`src/source/spi_settings.svh`:
```
`ifndef SPI_SETTINGS_SVH
`define SPI_SETTINGS_SVH

// command word shifted out per frame
`define SPI_CMD_WIDTH 12
// bits clocked in on a read
`define SPI_READ_WIDTH 8
// system clocks per sclk half period, 2 or more
`define SPI_CLK_DIV 4
`define WB_DATA_WIDTH 16

`endif

```
`src/source/wb_bus_pkg.sv`:
```
`include "spi_settings.svh"

package wb_bus_pkg;

  typedef logic [`WB_DATA_WIDTH-1:0] wb_data_t;

  // address 3 is unmapped and reads as zero
  typedef enum logic [1:0] {
    REG_CMD    = 2'd0,
    REG_STATUS = 2'd1,
    REG_RDATA  = 2'd2
  } wb_reg_e;

  // status word layout
  localparam int STATUS_BUSY_BIT   = 0;
  localparam int STATUS_RVALID_BIT = 1;

endpackage

```
`src/source/spi_frame_pkg.sv`:
```
`include "spi_settings.svh"

package spi_frame_pkg;

  localparam int ADDR_W   = `SPI_CMD_WIDTH - `SPI_READ_WIDTH - 1;
  // flag plus address, the only bits sent on a read
  localparam int HDR_BITS = 1 + ADDR_W;
  localparam int CNT_W    = $clog2(`SPI_CMD_WIDTH + 1);

  typedef struct packed {
    logic                       wr_flag;
    logic [ADDR_W-1:0]          addr;
    logic [`SPI_READ_WIDTH-1:0] data;
  } spi_wr_cmd_t;

  typedef struct packed {
    logic                       wr_flag;
    logic [ADDR_W-1:0]          addr;
    logic [`SPI_READ_WIDTH-1:0] unused;
  } spi_rd_cmd_t;

  typedef union packed {
    spi_wr_cmd_t wr;
    spi_rd_cmd_t rd;
  } spi_cmd_u;

  // tx is left aligned, MSB goes out first
  typedef struct packed {
    logic [`SPI_CMD_WIDTH-1:0] tx;
    logic [CNT_W-1:0]          tx_bits;
    logic [CNT_W-1:0]          rx_bits;
  } spi_frame_t;

endpackage

```
`src/source/spi_ifs.sv`:
```
`timescale 1ns/1ps
`include "spi_settings.svh"

interface cmd_if;
  import spi_frame_pkg::*;

  spi_cmd_u                   cmd;
  logic                       vld;
  logic                       rdy;
  logic [`SPI_READ_WIDTH-1:0] rdata;
  logic                       rdata_vld;

  modport controller (
    output cmd,
    output vld,
    input  rdy,
    input  rdata,
    input  rdata_vld
  );

  modport target (
    input  cmd,
    input  vld,
    output rdy,
    output rdata,
    output rdata_vld
  );
endinterface

interface shift_if;
  import spi_frame_pkg::*;

  spi_frame_t                 frame;
  logic                       start;
  logic                       busy;
  logic [`SPI_READ_WIDTH-1:0] rx;
  logic                       done;

  modport controller (output frame, output start, input busy, input rx, input done);
  modport target (input frame, input start, output busy, output rx, output done);
endinterface

```
`src/source/wb_spi_regs.sv`:
```
`timescale 1ns/1ps
`include "spi_settings.svh"

module wb_spi_regs (
  input  logic                 clk,
  input  logic                 rst_n,
  input  logic                 wb_cyc,
  input  logic                 wb_stb,
  input  logic                 wb_we,
  input  wb_bus_pkg::wb_reg_e  wb_adr,
  input  wb_bus_pkg::wb_data_t wb_dat_w,
  output wb_bus_pkg::wb_data_t wb_dat_r,
  output logic                 wb_ack,
  cmd_if.controller            cmd_bus
);
  import wb_bus_pkg::*;

  logic                       req;
  logic                       cmd_write;
  logic                       rdata_valid;
  logic [`SPI_READ_WIDTH-1:0] rdata;
  wb_data_t                   rd_word;

  // a cycle is new until its ack has been given
  assign req       = wb_cyc && wb_stb && !wb_ack;
  assign cmd_write = req && wb_we && (wb_adr == REG_CMD);

  // command stays valid as long as the master holds the write
  assign cmd_bus.vld = cmd_write;
  assign cmd_bus.cmd = wb_dat_w[`SPI_CMD_WIDTH-1:0];

  always_comb
  begin
    rd_word = '0;
    case (wb_adr)
      REG_STATUS:
      begin
        rd_word[STATUS_BUSY_BIT]   = !cmd_bus.rdy;
        rd_word[STATUS_RVALID_BIT] = rdata_valid;
      end
      REG_RDATA: rd_word[`SPI_READ_WIDTH-1:0] = rdata;
      default: rd_word = '0;
    endcase
  end

  always_ff @(posedge clk or negedge rst_n)
  begin
    if (!rst_n)
    begin
      wb_ack      <= 1'b0;
      rdata_valid <= 1'b0;
    end
    else
    begin
      // cmd writes wait for the sequencer to take the command
      wb_ack <= cmd_write ? cmd_bus.rdy : req;
      if (cmd_bus.rdata_vld)
        rdata_valid <= 1'b1;
      else if (req && !wb_we && (wb_adr == REG_RDATA))
        rdata_valid <= 1'b0;
    end
  end

  always_ff @(posedge clk)
  begin
    if (cmd_bus.rdata_vld)
      rdata <= cmd_bus.rdata;
    if (req && !wb_we)
      wb_dat_r <= rd_word;
  end

endmodule

```
`src/source/spi_sequencer.sv`:
```
`timescale 1ns/1ps
`include "spi_settings.svh"

module spi_sequencer (
  input  logic         clk,
  input  logic         rst_n,
  cmd_if.target        cmd_bus,
  shift_if.controller  shift_bus
);
  import spi_frame_pkg::*;

  logic       active;
  logic       is_read;
  logic       accept;
  spi_frame_t next_frame;

  assign cmd_bus.rdy = !active;
  assign accept      = cmd_bus.vld && cmd_bus.rdy;

  // same word seen as a write or as a read header
  always_comb
  begin
    if (cmd_bus.cmd.wr.wr_flag)
    begin
      next_frame.tx      = {cmd_bus.cmd.wr.wr_flag, cmd_bus.cmd.wr.addr, cmd_bus.cmd.wr.data};
      next_frame.tx_bits = CNT_W'(`SPI_CMD_WIDTH);
      next_frame.rx_bits = '0;
    end
    else
    begin
      next_frame.tx      = {cmd_bus.cmd.rd.wr_flag, cmd_bus.cmd.rd.addr,
                            {`SPI_READ_WIDTH{1'b0}}};
      next_frame.tx_bits = CNT_W'(HDR_BITS);
      next_frame.rx_bits = CNT_W'(`SPI_READ_WIDTH);
    end
  end

  always_ff @(posedge clk or negedge rst_n)
  begin
    if (!rst_n)
    begin
      active            <= 1'b0;
      is_read           <= 1'b0;
      shift_bus.start   <= 1'b0;
      cmd_bus.rdata_vld <= 1'b0;
    end
    else
    begin
      shift_bus.start   <= accept;
      cmd_bus.rdata_vld <= 1'b0;
      if (accept)
      begin
        active  <= 1'b1;
        is_read <= !cmd_bus.cmd.wr.wr_flag;
      end
      else if (shift_bus.done)
      begin
        active            <= 1'b0;
        cmd_bus.rdata_vld <= is_read;
      end
    end
  end

  always_ff @(posedge clk)
  begin
    if (accept)
      shift_bus.frame <= next_frame;
    if (shift_bus.done)
      cmd_bus.rdata <= shift_bus.rx;
  end

endmodule

```
`src/source/spi_shifter.sv`:
```
`timescale 1ns/1ps
`include "spi_settings.svh"

module spi_shifter (
  input  logic    clk,
  input  logic    rst_n,
  input  logic    miso,
  shift_if.target shift_bus,
  output logic    sclk,
  output logic    cs_n,
  output logic    mosi
);
  import spi_frame_pkg::*;

  localparam int DIV_W = $clog2(`SPI_CLK_DIV);
  localparam int MSB   = `SPI_CMD_WIDTH - 1;

  logic [DIV_W-1:0]           div_cnt;
  logic [CNT_W-1:0]           bit_cnt;
  logic [CNT_W-1:0]           next_cnt;
  logic [CNT_W-1:0]           tx_bits;
  logic [CNT_W-1:0]           total_bits;
  logic [`SPI_CMD_WIDTH-1:0]  tx_sh;
  logic [`SPI_READ_WIDTH-1:0] rx_sh;
  logic                       load;
  logic                       half_done;

  assign load      = shift_bus.start && !shift_bus.busy;
  assign half_done = shift_bus.busy && (div_cnt == DIV_W'(`SPI_CLK_DIV - 1));
  assign next_cnt  = bit_cnt + 1'b1;
  assign shift_bus.rx = rx_sh;

  always_ff @(posedge clk or negedge rst_n)
  begin
    if (!rst_n)
    begin
      shift_bus.busy <= 1'b0;
      shift_bus.done <= 1'b0;
      cs_n           <= 1'b1;
      sclk           <= 1'b0;
      mosi           <= 1'b0;
      div_cnt        <= '0;
      bit_cnt        <= '0;
    end
    else
    begin
      shift_bus.done <= 1'b0;
      if (load)
      begin
        shift_bus.busy <= 1'b1;
        cs_n           <= 1'b0;
        // first bit is on the line before the first rising edge
        mosi           <= shift_bus.frame.tx[MSB];
        div_cnt        <= '0;
        bit_cnt        <= '0;
      end
      else if (half_done)
      begin
        div_cnt <= '0;
        sclk    <= !sclk;
        // falling edge closes a bit
        if (sclk)
        begin
          if (next_cnt == total_bits)
          begin
            shift_bus.busy <= 1'b0;
            shift_bus.done <= 1'b1;
            cs_n           <= 1'b1;
            mosi           <= 1'b0;
          end
          else
          begin
            bit_cnt <= next_cnt;
            mosi    <= (next_cnt < tx_bits) ? tx_sh[MSB-1] : 1'b0;
          end
        end
      end
      else if (shift_bus.busy)
        div_cnt <= div_cnt + 1'b1;
    end
  end

  always_ff @(posedge clk)
  begin
    if (load)
    begin
      tx_sh      <= shift_bus.frame.tx;
      tx_bits    <= shift_bus.frame.tx_bits;
      total_bits <= shift_bus.frame.tx_bits + shift_bus.frame.rx_bits;
    end
    else if (half_done)
    begin
      if (sclk)
        tx_sh <= tx_sh << 1;
      // rising edge, sample once the header is out
      else if (bit_cnt >= tx_bits)
        rx_sh <= {rx_sh[`SPI_READ_WIDTH-2:0], miso};
    end
  end

endmodule

```
`src/source/wb_spi_master.sv`:
```
`timescale 1ns/1ps

module wb_spi_master (
  input  logic                 clk,
  input  logic                 rst_n,
  input  logic                 wb_cyc,
  input  logic                 wb_stb,
  input  logic                 wb_we,
  input  wb_bus_pkg::wb_reg_e  wb_adr,
  input  wb_bus_pkg::wb_data_t wb_dat_w,
  input  logic                 miso,
  output wb_bus_pkg::wb_data_t wb_dat_r,
  output logic                 wb_ack,
  output logic                 sclk,
  output logic                 cs_n,
  output logic                 mosi
);

  cmd_if   cmd_bus ();
  shift_if shift_bus ();

  // register front end, then frame decode, then the line itself
  wb_spi_regs regs0 (
    .clk      (clk),
    .rst_n    (rst_n),
    .wb_cyc   (wb_cyc),
    .wb_stb   (wb_stb),
    .wb_we    (wb_we),
    .wb_adr   (wb_adr),
    .wb_dat_w (wb_dat_w),
    .wb_dat_r (wb_dat_r),
    .wb_ack   (wb_ack),
    .cmd_bus  (cmd_bus.controller)
  );

  spi_sequencer seq0 (
    .clk       (clk),
    .rst_n     (rst_n),
    .cmd_bus   (cmd_bus.target),
    .shift_bus (shift_bus.controller)
  );

  spi_shifter shift0 (
    .clk       (clk),
    .rst_n     (rst_n),
    .miso      (miso),
    .shift_bus (shift_bus.target),
    .sclk      (sclk),
    .cs_n      (cs_n),
    .mosi      (mosi)
  );

endmodule

```
`config.mk`:
```
export PLATFORM = sky130hd
export DESIGN_NAME = wb_spi_master
export DESIGN_NICKNAME = d
export VERILOG_FILES = /design/src/source/wb_bus_pkg.sv /design/src/source/spi_frame_pkg.sv /design/src/source/spi_ifs.sv /design/src/source/wb_spi_regs.sv /design/src/source/spi_sequencer.sv /design/src/source/spi_shifter.sv /design/src/source/wb_spi_master.sv
export VERILOG_INCLUDE_DIRS = /design/src /design/src/source
export SDC_FILE = /design/constraint.sdc
export NUM_CORES = 1
export LEC_CHECK = 0
export BUFFER_PORTS_ARGS = -buffer_cell sky130_fd_sc_hd__buf_4
export CORE_ASPECT_RATIO = 0.6
export CORE_MARGIN = 2
export CORE_UTILIZATION = 40
export CTS_CLUSTER_DIAMETER = 100
export DETAILED_ROUTE_END_ITERATION = 8
export PLACE_DENSITY_LB_ADDON = 0.3
export SYNTH_ARGS = -nofsm -noshare
export SYNTH_HDL_FRONTEND = slang
export SYNTH_SLANG_ARGS = --single-unit
```
`constraint.sdc`:
```
create_clock -name clk -period 2.8 [get_ports clk]
set_clock_uncertainty 0.2 [all_clocks]
set_input_delay 0.56 -clock clk [delete_from_list [all_inputs] [get_ports clk]]
set_output_delay 0.56 -clock clk [all_outputs]
set_load 0.01 [all_outputs]
```
# [Word-level counts from Yosys, hierarchy flattened]
# Index checks and enable logic that the tools add are counted.
[totals] input_bits=24 word_cells=100 register_bits=88 out_inout_bits=20
[op_classes] add_sub_neg=3 bitwise=2 reduce_logical=27 n_eq_ne=5 n_mux=36 order_cmp=2
[op_table] op="$mux 11" count=3
[op_table] op="$mux 1" count=24
[op_table] op="$mux 20" count=1
[op_table] op="$mux 4" count=4
[op_table] op="$reduce_bool 2->1" count=5
[op_table] op="$logic_and 1x1->1" count=9
[op_table] op="$logic_not 1->1" count=6
[op_table] op="$mux 2" count=3
[op_table] op="$reduce_and 3->1" count=2
[op_table] op="$add 4x1->4 const B" count=1
[op_table] op="$add 4x4->4" count=1
[op_table] op="$eq 2x2->1 const B" count=2
[op_table] op="$eq 4x4->1" count=1
[op_table] op="$ge 4x4->1" count=1
[op_table] op="$lt 4x4->1" count=1
[op_table] op="$pmux 2 s2" count=1
[op_table] op="$reduce_and 2->1" count=2
[op_table] op="$reduce_and 4->1" count=1
[op_table] op="$reduce_bool 3->1" count=1
[op_table] op="$add 2x1->2 const B" count=1
[op_table] op="$eq 2x1->1 const B" count=1
[op_table] op="$logic_not 2->1" count=1
[op_table] op="$ne 2x1->1 const B" count=1
[op_table] op="$not 1->1" count=2

# [Depth between registers and ports, before layout]
[logic_depth] depth_word=7 depth_mapped=6 depth_no_buf=5

# [Modules after synthesis]
# A second synthesis with hierarchy kept.
[hier_totals] cells_unflattened=261 area_unflattened_um2=3538.4
[by_module_without_submodules] module="spi_shifter" area_each_um2=1786.7 seq_area_each_um2=1087.3 cells_each=148 n_inst=1
[by_module_without_submodules] module="spi_sequencer" area_each_um2=902.1 seq_area_each_um2=730.7 cells_each=49 n_inst=1
[by_module_without_submodules] module="wb_spi_regs" area_each_um2=849.6 seq_area_each_um2=530.5 cells_each=64 n_inst=1

# [Least setup slack after synthesis]
# Ideal clock, no wire load.
[synth_timing] path_type="input port to flip-flop" start="input port wb_adr[0]" end="register seq0.shift_bus.frame[10] (netlist name)" n_path_buf=0 path_slack_ps=794 t_required_ps=2248 arrival_time_ps=1454 cell_stages=5 setup_ps=352 cell_sequence="inv_1 > ha_1 > nand2_1 > or3_4 > inv_1"
[synth_via] elab_chain_cells=3
[synth_lines] item="from (decl)" line_no="wb_spi_master.sv:9" source="input wb_bus_pkg::wb_reg_e wb_adr,"
[synth_lines] item="$logic_not 2->1" line_no="wb_spi_regs.sv:26" source="assign cmd_write = req && wb_we && (wb_adr == REG_CMD);"
[synth_lines] item="$logic_and 1x1->1" line_no="wb_spi_regs.sv:26"
[synth_lines] item="$logic_and 1x1->1" line_no="spi_sequencer.sv:18" source="assign accept = cmd_bus.vld && cmd_bus.rdy;"
[synth_lines] item="named net seq0.accept" line_no="spi_sequencer.sv:14" source="logic accept;"
# The timed path passes the listed nets, and every way through them passes these cells.
# A chain may end at the register's enable or synchronous reset.

# [Worst setup path in the final report]
[layout_timing] start="input port wb_adr[0]" end="register seq0.shift_bus.frame[9] (netlist name)"
[layout_via] elab_chain_cells=3
[layout_lines] item="$logic_not 2->1" line_no="wb_spi_regs.sv:26"
[layout_lines] item="$logic_and 1x1->1" line_no="wb_spi_regs.sv:26"
[layout_lines] item="$logic_and 1x1->1" line_no="spi_sequencer.sv:18"
[layout_lines] item="named net seq0.accept" line_no="spi_sequencer.sv:14"
# The timed path passes the listed nets, and every way through them passes these cells.

==> impl_metrics.py <==
metrics = {
    "outcome": {
        "status": "finished, final reports clean",
    },
    "die": {
        "die_area_sq_mm": 0.00815,
        "io_pins": 44,
        "initial_core_util": 0.410,
        "coreArea_sq_mm": 0.00724,
        "die_h_um": 70.7,
        "die_w_um": 115,
        "rows": 24,
    },
    "synthesis": {
        "synth.avg_cell_area_sq_um": 14.8,
        "synthXorXnorAreaFrac": 0.0148,
        "synth_compound_area_frac": 0.0405,
        "synth_area_sq_mm": 0.00297,
        "yosysSeqAreaShare": 0.731,
        "synthMuxAreaShare": 0.0156,
        "yosysUniqueCellTypes": 38,
        "synth-seq-cells": 75,
        "syn_inst": 200,
        "synth-simple-area-share": 0.125,
        "yosysWarnings": 0,
        "synth_fa_ha_area_frac": 0.0337,
        "synth_top_family_by_area": "simple AND/OR/NAND/NOR gates",
    },
    "critical_path": {
        "cp_data_required_time_ns": 2.56,
        "critPathKind": "input pin to register",
        "startpoint_type": "input pin",
        "arrival_ns": 1.82,
        "endpoint_kind": "register",
        "crit_fanout": 14,
    },
    "timing": {
        "relSlewSlack": 0.613,
        "finalSetupViolCount": 0,
        "hold_viol": 0,
        "finalCritPeriodShare": 0.735,
        "tightest_slew_ns": 0.580,
        "fmax_mhz": 486,
        "finalCriticalPeriod_ns": 2.06,
        "fin_setup_tns_ns": 0,
        "drv_slew": 0,
        "rsz0062_at_grt": "no",
        "worst_hold_slack_ns": 0.210,
    },
    "drt": {
        "drc_errors": 0,
        "dr.pass1.iters": 4,
        "drt_iter0_drc": 97,
        "wire_per_inst_um": 13.1,
        "drt-total-wl_um": 4580,
        "viasPerCell": 4.45,
        "ant_nets": 0,
        "detailroute.via_count": 1553,
    },
    "grt": {
        "grt_use_met3": 0.0600,
        "grt_max_degree": 18,
        "met2_usage": 0.167,
        "use_met1": 0.182,
        "antenna_found_initial": 0,
        "grt_pass1_vias": 1458,
        "track_usage": 0.125,
        "grt_busiest_layer": "met1",
        "grt_remaining_overflow": 0,
        "grt_pass1_wl_um": 7600,
    },
    "cts": {
        "post_cts_buffers": 0,
        "cts_tree": "yes",
        "cts_resized": 0,
        "clock-root-buffer": "clkbuf_16",
        "htree_levels": 3,
        "clkTransAtPathRegs_ns": 0.06,
        "insertion_delay_ns": 0.33,
        "clkSinkCount": 75,
        "cts_buffers": 9,
        "clk_path_buf_depth": 2,
    },
    "pwr": {
        "netSwitchingFraction": 0.209,
        "clkPwrFrac": 0.467,
        "leakagePower_uw": 0.00149,
        "power_density_mw_per_mm2": 690,
        "pwr-share-comb": 0.040,
        "intPower_uw": 1970,
        "seqPwrFrac": 0.493,
        "p_sw_uw": 519,
        "ir_drop_uv": 287,
    },
    "layout": {
        "fin_nets": 272,
        "drive_above_1_share": 0.237,
        "area_delta_synth_final_pct": 21.5,
        "n_antenna_cell": 0,
    },
    "worst_hold_path": {
        "min_path_type": "input pin to register",
    },
    "flow_run": {
        "maxCapViolations": 0,
    },
    "place": {
        "hpwlAfterDp_um": 2970,
        "io_buffers": 31,
        "place.gp.congestion": 0.801,
    },
}
registers in the layout, summed over array words and instances (netlist names), 2 cells and up:
register              count
seq0.cmd_bus.rdata        8
shift0.shift_bus.rx       8
seq0.shift_bus.frame     13
shift0.bit_cnt            4
regs0.wb_dat_r            8
shift0.div_cnt            2
shift0.tx_sh             11
regs0.rdata               8
placed cells by master, fill, tap and decap left out, types with 3 or more instances in the layout:
cell	n
ha_1	8
conb_1	8
inv_1	9
nand2_1	36
dfrtp_1	16
and2_1	15
nor2_1	4
edfxtp_1	58
nand3_1	4
buf_4	32
clkbuf_16	9
xor2_1	3
cells in the mapped netlist, drive strengths merged:
master	number	area (sq um)
a2111o	1	11.3
a21o	2	15.0
a21oi	2	10.0
a22o	2	17.5
a22oi	2	15.0
a31oi	1	6.26
and2	15	93.8
and3	1	7.51
and4bb	1	12.5
buf	11	77.6
conb	1	3.75
dfrtp	16	400
dfstp	1	26.3
edfxtp	58	1740
ha	8	100
inv	10	37.5
mux2	2	26.3
mux2i	2	20.0
nand2	36	135
nand2b	2	20.0
nand3	4	20.0
nand3b	1	20.0
nand4	1	6.26
nor2	4	15.0
nor2b	2	12.5
nor3	2	10.0
o21ai	2	10.0
o21bai	1	18.8
o221ai	1	8.76
o31ai	1	7.51
or3	2	17.5
xnor2	2	17.5
xor2	3	26.3
power by group through the flow:
stage	Combinational (uW)	Sequential (uW)	Clock (uW)
floorplan	56.3	1250	0
global placement	95.5	1250	0
detailed placement	99.0	1250	0
CTS	100	1230	1190
global route	112	1230	1250
finish	98.6	1230	1160
stage by stage:
stage          utilization  setup slack, ns  std cells  area, sq um  total power [uW]
2_1_floorplan            -            0.794        207         2990              1300
3_3_place_gp         0.454            0.466        332         3290              1340
3_5_place_dp         0.454            0.410        332         3290              1350
4_1_cts              0.498            0.774        349         3610              2520
5_1_grt              0.498            0.702        349         3610              2590
6_report             0.498            0.743        349         3610              2490
layer usage:
layer	up-vias	part of all wire
met5	-	0
met4	0	0.0096
met3	4	0.057
met2	42	0.40
met1	737	0.53
li1	770	-
final timing paths:
path | startpoint | endpoint | slack, ns | depth (start not counted)
max reg2reg | regs0.wb_ack | seq0.shift_bus.frame[9] | 0.83 | 3
min | wb_dat_w[9] | seq0.shift_bus.frame[17] | 0.21 | 1
min in group asynchronous | rst_n | seq0.active | 0.44 | 2
max in group asynchronous | rst_n | shift0.cs_n | 1.70 | 2
max | wb_adr[0] | seq0.shift_bus.frame[9] | 0.74 | 6
min reg2reg | seq0.cmd_bus.rdata[5] | regs0.rdata[5] | 0.22 | 0
critical path, stage by stage:
cell and delay (ns):
buf_4 0.11, inv_1 0.08, ha_1 0.18, nand2_1 0.06, or3_4 0.37, inv_1 0.45
layout make-up:
type | count | area, sq um
sequential | 75 | 2170
fill | 617 | 3630
timing repair buffer | 33 | 250
clock inverter | 7 | 83.8
tap | 104 | 130
clock buffer | 9 | 225
inverter | 10 | 37.5
multi-input combinational | 111 | 711
cells by family (layout without fill, tap and decap cells):
kind of cell,after synthesis,after routing
adder cells (fa/ha/maj),8,8
AND/OR/NAND/NOR,71,71
buffers and inverters,21,59
XOR/XNOR,5,5
flip-flops,75,75
multiplexers,4,4
AO/OA/AOI/OAI,15,15
other,1,8
what timing repair did:
| action | CTS | global route |
|---|---|---|
| hold endpoints to repair | 16 | 0 |
| hold buffers | 1 | 0 |
| setup endpoints to repair | 0 | 0 |
(Power assumes the default switching activity.)
